<file path="src/verilog/nocPkg.sv">
package nocPkg;

  localparam int NumPorts = 5;

  localparam int BufferDepth = 16;

  // Port order is Local, North, East, West, South
  typedef logic [2:0] portIdxT;

  typedef logic [2:0] flitIdT;

  // Length counts every flit of the packet including its header
  typedef logic [11:0] packetLenT;

  typedef logic [15:0] payloadT;

  localparam flitIdT FlitHeader = 3'd1;
  localparam flitIdT FlitBody   = 3'd2;
  localparam flitIdT FlitTail   = 3'd3;

  typedef struct packed {
    flitIdT  id;
    payloadT payload;
  } flitT;

  // Grant states follow the port order so a grant state is its port index plus one
  typedef enum logic [2:0] {
    arbIdle,
    arbGrantL,
    arbGrantN,
    arbGrantE,
    arbGrantW,
    arbGrantS
  } arbStateT;

endpackage
</file>
<file path="src/verilog/routerOutputPort.sv">
module routerOutputPort (
  input  logic                                clk,
  input  logic                                rst,
  input  logic [nocPkg::NumPorts-1:0]         inValid,
  input  nocPkg::flitT [nocPkg::NumPorts-1:0] inFlit,
  output logic                                outValid,
  output nocPkg::flitT                        outFlit,
  output nocPkg::portIdxT                     outPort
);
  import nocPkg::*;

  flitT [NumPorts-1:0] headFlit;
  logic [NumPorts-1:0] bufEmpty;
  logic [NumPorts-1:0] bufFull;
  logic [NumPorts-1:0] packetReady;
  logic [NumPorts-1:0] pop;
  logic [NumPorts-1:0] grant;

  for (genvar p = 0; p < NumPorts; p++)
  begin : gBuffer
    flitBuffer bufferInst (
      .clk         (clk),
      .rst         (rst),
      .inValid     (inValid[p]),
      .inFlit      (inFlit[p]),
      .pop         (pop[p]),
      .headFlit    (headFlit[p]),
      .empty       (bufEmpty[p]),
      .full        (bufFull[p]),
      .packetReady (packetReady[p])
    );
  end

  switchArbiter arbiterInst (
    .clk         (clk),
    .rst         (rst),
    .headFlit    (headFlit),
    .packetReady (packetReady),
    .pop         (pop),
    .grant       (grant)
  );

  outputStage outInst (
    .clk      (clk),
    .rst      (rst),
    .headFlit (headFlit),
    .grant    (grant),
    .pop      (pop),
    .outValid (outValid),
    .outFlit  (outFlit),
    .outPort  (outPort)
  );

endmodule

</file>
<file path="src/verilog/outputStage.sv">
module outputStage (
  input  logic                                clk,
  input  logic                                rst,
  input  nocPkg::flitT [nocPkg::NumPorts-1:0] headFlit,
  input  logic [nocPkg::NumPorts-1:0]         grant,
  input  logic [nocPkg::NumPorts-1:0]         pop,
  output logic                                outValid,
  output nocPkg::flitT                        outFlit,
  output nocPkg::portIdxT                     outPort
);
  import nocPkg::*;

  portIdxT grantIdx;
  flitT    grantFlit;

  // Grant is one-hot so the encoder only has to find the set bit
  always_comb
  begin
    grantIdx = '0;
    for (int p = 0; p < NumPorts; p++)
    begin
      if (grant[p])
      begin
        grantIdx = portIdxT'(p);
      end
    end
  end

  assign grantFlit = headFlit[grantIdx];

  always_ff @(posedge clk)
  begin
    if (rst)
    begin
      outValid <= 1'b0;
    end
    else
    begin
      outValid <= |pop;
    end
  end

  always_ff @(posedge clk)
  begin
    if (|pop)
    begin
      outFlit <= grantFlit;
      outPort <= grantIdx;
    end
  end

endmodule

</file>
<file path="src/verilog/switchArbiter.sv">
module switchArbiter (
  input  logic                                  clk,
  input  logic                                  rst,
  input  nocPkg::flitT [nocPkg::NumPorts-1:0]   headFlit,
  input  logic [nocPkg::NumPorts-1:0]           packetReady,
  output logic [nocPkg::NumPorts-1:0]           pop,
  output logic [nocPkg::NumPorts-1:0]           grant
);
  import nocPkg::*;

  arbStateT            state;
  arbStateT            stateNext;
  logic                granted;
  portIdxT             grantIdx;
  logic [NumPorts-1:0] runTimer;
  logic [NumPorts-1:0] timesUp;

  // First requesting port in rotation order beginning at start
  function automatic arbStateT pickNext(input portIdxT start, input logic [NumPorts-1:0] req);
    portIdxT  idx;
    arbStateT pick;
    pick = arbIdle;
    for (int k = NumPorts - 1; k >= 0; k--)
    begin
      idx = portIdxT'((start + k) % NumPorts);
      if (req[idx])
      begin
        pick = arbStateT'(idx + 1);
      end
    end
    return pick;
  endfunction

  for (genvar p = 0; p < NumPorts; p++)
  begin : gTimer
    packetTimer timerInst (
      .clk      (clk),
      .rst      (rst),
      .headFlit (headFlit[p]),
      .runTimer (runTimer[p]),
      .timesUp  (timesUp[p])
    );
  end

  assign granted  = (state != arbIdle);
  assign grantIdx = portIdxT'(state) - 3'd1;
  assign pop      = runTimer;

  always_comb
  begin
    for (int p = 0; p < NumPorts; p++)
    begin
      grant[p] = granted && (grantIdx == portIdxT'(p));
    end
  end

  always_comb
  begin
    stateNext = state;
    runTimer  = '0;
    if (!granted)
    begin
      stateNext = pickNext(portIdxT'(0), packetReady);
    end
    else if (!timesUp[grantIdx])
    begin
      runTimer[grantIdx] = 1'b1;
    end
    else
    begin
      // Packet done, so the search resumes after the port just served
      stateNext = pickNext(grantIdx + 3'd1, packetReady);
    end
  end

  always_ff @(posedge clk)
  begin
    if (rst)
    begin
      state <= arbIdle;
    end
    else
    begin
      state <= stateNext;
    end
  end

endmodule

</file>
<file path="src/verilog/packetTimer.sv">
module packetTimer (
  input  logic         clk,
  input  logic         rst,
  input  nocPkg::flitT headFlit,
  input  logic         runTimer,
  output logic         timesUp
);
  import nocPkg::*;

  packetLenT lenLatched;
  packetLenT count;

  assign timesUp = (count == lenLatched);

  always_ff @(posedge clk)
  begin
    if (rst)
    begin
      lenLatched <= '0;
      count      <= '0;
    end
    else
    begin
      // The header sits at the head at least one cycle before its grant starts
      if (headFlit.id == FlitHeader)
      begin
        lenLatched <= headFlit.payload[$bits(packetLenT)-1:0];
      end
      if (runTimer)
      begin
        count <= count + 1'b1;
      end
      else
      begin
        count <= '0;
      end
    end
  end

endmodule

</file>
<file path="src/verilog/flitBuffer.sv">
module flitBuffer (
  input  logic         clk,
  input  logic         rst,
  input  logic         inValid,
  input  nocPkg::flitT inFlit,
  input  logic         pop,
  output nocPkg::flitT headFlit,
  output logic         empty,
  output logic         full,
  output logic         packetReady
);
  import nocPkg::*;

  flitT                           mem [BufferDepth];
  logic [$clog2(BufferDepth)-1:0] wrPtr;
  logic [$clog2(BufferDepth)-1:0] rdPtr;
  logic [$clog2(BufferDepth):0]   fillCount;
  logic [$clog2(BufferDepth):0]   tailCount;
  logic                           doPop;
  logic                           tailIn;
  logic                           tailOut;

  assign empty       = (fillCount == 0);
  assign full        = (fillCount == BufferDepth);
  assign packetReady = (tailCount != 0);

  // An empty buffer shows an all-zero flit so no timer latches stale memory
  assign headFlit = empty ? '0 : mem[rdPtr];

  assign doPop   = pop && !empty;
  assign tailIn  = inValid && (inFlit.id == FlitTail);
  assign tailOut = doPop && (headFlit.id == FlitTail);

  always_ff @(posedge clk)
  begin
    if (inValid)
    begin
      mem[wrPtr] <= inFlit;
    end
  end

  always_ff @(posedge clk)
  begin
    if (rst)
    begin
      wrPtr     <= '0;
      rdPtr     <= '0;
      fillCount <= '0;
      tailCount <= '0;
    end
    else
    begin
      if (inValid)
      begin
        wrPtr <= (wrPtr == BufferDepth - 1) ? '0 : wrPtr + 1'b1;
      end
      if (doPop)
      begin
        rdPtr <= (rdPtr == BufferDepth - 1) ? '0 : rdPtr + 1'b1;
      end
      if (inValid && !doPop)
      begin
        fillCount <= fillCount + 1'b1;
      end
      else if (!inValid && doPop)
      begin
        fillCount <= fillCount - 1'b1;
      end
      // A packet is complete once its tail is stored
      if (tailIn && !tailOut)
      begin
        tailCount <= tailCount + 1'b1;
      end
      else if (!tailIn && tailOut)
      begin
        tailCount <= tailCount - 1'b1;
      end
    end
  end

endmodule

</file>
<file path="config.mk">
export PLATFORM = sky130hd
export DESIGN_NAME = routerOutputPort
export DESIGN_NICKNAME = d
export VERILOG_FILES = /design/src/verilog/nocPkg.sv /design/src/verilog/routerOutputPort.sv /design/src/verilog/outputStage.sv /design/src/verilog/switchArbiter.sv /design/src/verilog/packetTimer.sv /design/src/verilog/flitBuffer.sv
export SDC_FILE = /design/constraint.sdc
export NUM_CORES = 2
export LEC_CHECK = 0
export BUFFER_PORTS_ARGS = -buffer_cell sky130_fd_sc_hd__buf_2
export CORE_UTILIZATION = 40
export CTS_CLUSTER_DIAMETER = 30
export DETAILED_ROUTE_END_ITERATION = 16
export GPL_TIMING_DRIVEN = 0
export PLACE_DENSITY = 0.66
export SLEW_MARGIN = 20
export SYNTH_ARGS = -nofsm -noshare
export SYNTH_HDL_FRONTEND = slang
export SYNTH_HIERARCHICAL = 1
export SYNTH_SLANG_ARGS = --single-unit
</file>
<file path="constraint.sdc">
create_clock -name clk -period 4.8 [get_ports clk]
set_input_delay 0.24 -clock clk [delete_from_list [all_inputs] [get_ports clk]]
set_output_delay 0.24 -clock clk [all_outputs]
set_load 0.01 [all_outputs]
</file>
==> impl_metrics.py <==
metrics = {
    "run_status": {
        "status": "finished, final reports clean",
    },
    "sta": {
        "tightest_slew_ps": 1050,
        "hold_viol": 0,
        "clock-skew-final_ps": 102,
        "max_freq_ghz": 0.215,
        "post-route-period-util": 0.967,
        "slew_headroom": 0.302,
        "final_critical_path_setup_slack_ps": 158,
        "slew_viol_final": 0,
        "report.final.setup_viol": 0,
        "timing.final.crit_period_ps": 4640,
    },
    "power_and_ir_drop": {
        "power_frac_comb": 0.163,
        "power.sequential.fraction": 0.357,
        "power.net_switching_mw": 13.0,
        "total_leakage_power_nw": 29.7,
        "internal_power_of_the_cells_mw": 36.9,
        "peakVddDrop_mv": 0.522,
        "sw_ratio": 0.261,
        "pwr-share-clk": 0.479,
        "power_density_nw_per_um2": 556,
    },
    "critical_path": {
        "critical_path_arrival_ps": 5450,
        "crit_fanout": 7,
        "critical_path_class": "reg -> reg",
        "setup.worst_path.start_class": "flip-flop",
        "required_ps": 5610,
        "crit_path_end_kind": "flip-flop",
    },
    "die": {
        "chipWidth_microns": 429,
        "initial_cell_density_of_the_core": 0.403,
        "chipHeight_microns": 429,
        "row_count": 156,
        "placeable_core_area_sq_um": 181000,
        "ios": 125,
        "dieArea_sq_um": 184000,
    },
    "route": {
        "via_count": 39500,
        "routed_wl_microns": 177000,
        "detailed_router_s_first_iteration_violation_count": 3204,
        "avgViaCountPerCell": 5.49,
        "postRouteAntennaNets": 0,
        "dr.pass1.iters": 5,
        "route.detailed.drc": 0,
        "drt-wirelength-per-cell_microns": 24.6,
    },
    "clock_network": {
        "clock_latency_reported_for_the_late_side_of_the_worst_skew_pair_ps": 950,
        "cts.sink_count": 1776,
        "max-clock-path-buffers": 4,
        "clk_pin_slew_ps": 50,
        "cts-root-buf": "clkbuf_16",
        "cts.htree.levels": 5,
        "tritoncts.num_buffers": 363,
        "cts_tree": "done",
    },
    "yosys": {
        "syn_nets": 4141,
        "syn-instance-count": 3934,
        "synthesis.area_sq_um": 72900,
        "avgSynthCellArea_sq_um": 18.5,
        "synth.yosys.warnings": 6,
    },
    "global_routing": {
        "grt_first_pass_wirelength_microns": 262000,
        "grtUsageTotal": 0.192,
        "grt_start_max_net_pins": 37,
        "antenna_found_initial": 12,
        "grt_overflow": 0,
        "number_of_global_route_vias_before_repair": 40600,
    },
    "placement": {
        "post-dp-hpwl_microns": 107000,
        "globalplace.congestion": 0.860,
        "dpl.cell_count": 6428,
        "buffer_ports.inserted": 124,
        "placement.setup.worst_slack_ps": -1100,
    },
    "hold_path": {
        "min-delay-path-class": "in -> reg",
    },
    "final_layout": {
        "final_net_count": 4745,
        "syn2layout_area_growth_pct": 23.1,
        "share_of_final_layout_standard_cells_stronger_than_drive_strength_1": 0.292,
        "post_layout_nonfiller_instances": 7191,
    },
    "run": {
        "drv.max_cap_violation_count": 0,
    },
}
[metrics by stage]
stage / util / total power, mW / instance area (sq um) / hold slack [ps] / setup TNS, ps
floorplan: - / 23.3 / 72900 / 302 / 0
global placement: 0.423 / 25.5 / 76500 / 465 / -25190
detailed placement: 0.424 / 25.6 / 76600 / 476 / -28780
CTS: 0.496 / 50.0 / 89600 / 175 / 0
global route: 0.496 / 51.6 / 89700 / 224 / -36.6
finish: 0.496 / 49.9 / 89700 / 233 / 0
[cell usage in the layout (no fill, tap or decap), types with 20 or more instances in the layout]
cell type      instances
clkinv_1              40
ha_1                  90
o21ai_0               46
or3_1                 27
xnor2_1              110
mux2i_1              117
buf_2                169
buf_1                 28
clkinv_2              54
mux4_2               461
buf_6                 24
clkbuf_1             128
or3b_1                23
nand3_1               33
dfxtp_1              232
inv_1                 67
nand2_1               82
dlygate4sd3_1        101
nor2b_1              108
nor2_1               190
buf_4                 22
clkinv_4              31
clkinvlp_4            42
a21oi_1              133
a21o_1                22
xor2_1                30
and2_2                80
bufinv_16             35
nand2b_1              20
nand4_1               20
inv_6                 25
nor3_1                22
edfxtp_1            1542
clkbuf_16            367
[final timing paths]
check | slack (ps) | start | endpoint | depth (start not counted)
worst max-delay path | 160 | arbiterInst/state[1]$_SDFFE_PP0P_ | arbiterInst/state[0]$_SDFFE_PP0P_ | 20
worst max register to register | 160 | arbiterInst/state[1]$_SDFFE_PP0P_ | arbiterInst/state[0]$_SDFFE_PP0P_ | 20
worst min-delay path | 230 | inFlit[41] | gBuffer[2].bufferInst/mem[7][3]$_DFFE_PP_ | 2
worst min register to register | 480 | arbiterInst/gTimer[3].timerInst/count[11]$_SDFF_PP0_ | arbiterInst/gTimer[3].timerInst/count[11]$_SDFF_PP0_ | 2
[flip-flops by register name (all words and copies together), names as in the netlist, named ones only]
register,flops
gBuffer.bufferInst/rdPtr,20
gBuffer.bufferInst/wrPtr,20
outInst/outValid,1
gBuffer.bufferInst/tailCount,25
gBuffer.bufferInst/fillCount,25
outInst/outPort,3
arbiterInst/gTimer.timerInst/lenLatched,60
arbiterInst/state,3
gBuffer.bufferInst/mem,1520
outInst/outFlit,19
arbiterInst/gTimer.timerInst/count,60
[worst max-delay path, cell delays in order (launching register included)]
cell        delay, ps
dfxtp_2           460
inv_1             220
ha_4              210
inv_2              90
ha_4              210
ha_4              280
clkinvlp_4        110
buf_4             160
ha_1              270
a21oi_4           190
inv_1              90
ha_1              190
nor2b_2           160
o21a_1            140
or2_2             300
a211o_1           260
a21o_1            180
a31o_2            290
or3b_1            360
a31o_1            220
a21oi_1           130
[power groups by stage]
stage | Clock (mW) | Combinational [mW] | Sequential, mW
after global routing | 25.0 | 8.78 | 17.8
after CTS | 24.2 | 7.93 | 17.8
final | 23.9 | 8.16 | 17.8
after detailed placement | 0 | 7.51 | 18.1
after floorplan | 0 | 5.37 | 17.9
after global placement | 0 | 7.39 | 18.1
[area by class of cell]
cell class / instances / area (sq um)
repair buffers: 239 / 1740
flip-flops and latches: 1776 / 51000
multi-input cells: 1887 / 20900
diodes: 3 / 7.51
clock inverters: 231 / 2340
plain buffers: 199 / 1050
well taps: 2370 / 2970
inverters: 72 / 274
fillers: 14600 / 91100
clock buffers: 414 / 9450
[what timing repair did]
| action | in CTS | in global routing |
|---|---|---|
| endpoints found under the hold margin | 1545 | 0 |
| gates resized for setup | 28 | 16 |
| endpoints found under the setup margin | 72 | 7 |
| pin swaps | 5 | 6 |
| buffers inserted | 11 | 3 |
| hold buffers | 101 | 0 |
[per-layer routing]
layer  vias up  GRT usage  wire (microns)
met5         -          0              59
met4         8     0.0643            4840
met3       294     0.0384           11300
met2      1429      0.321           88500
met1     20600      0.250           72200
li1      17100          -               -
(Power assumes the default switching activity.)
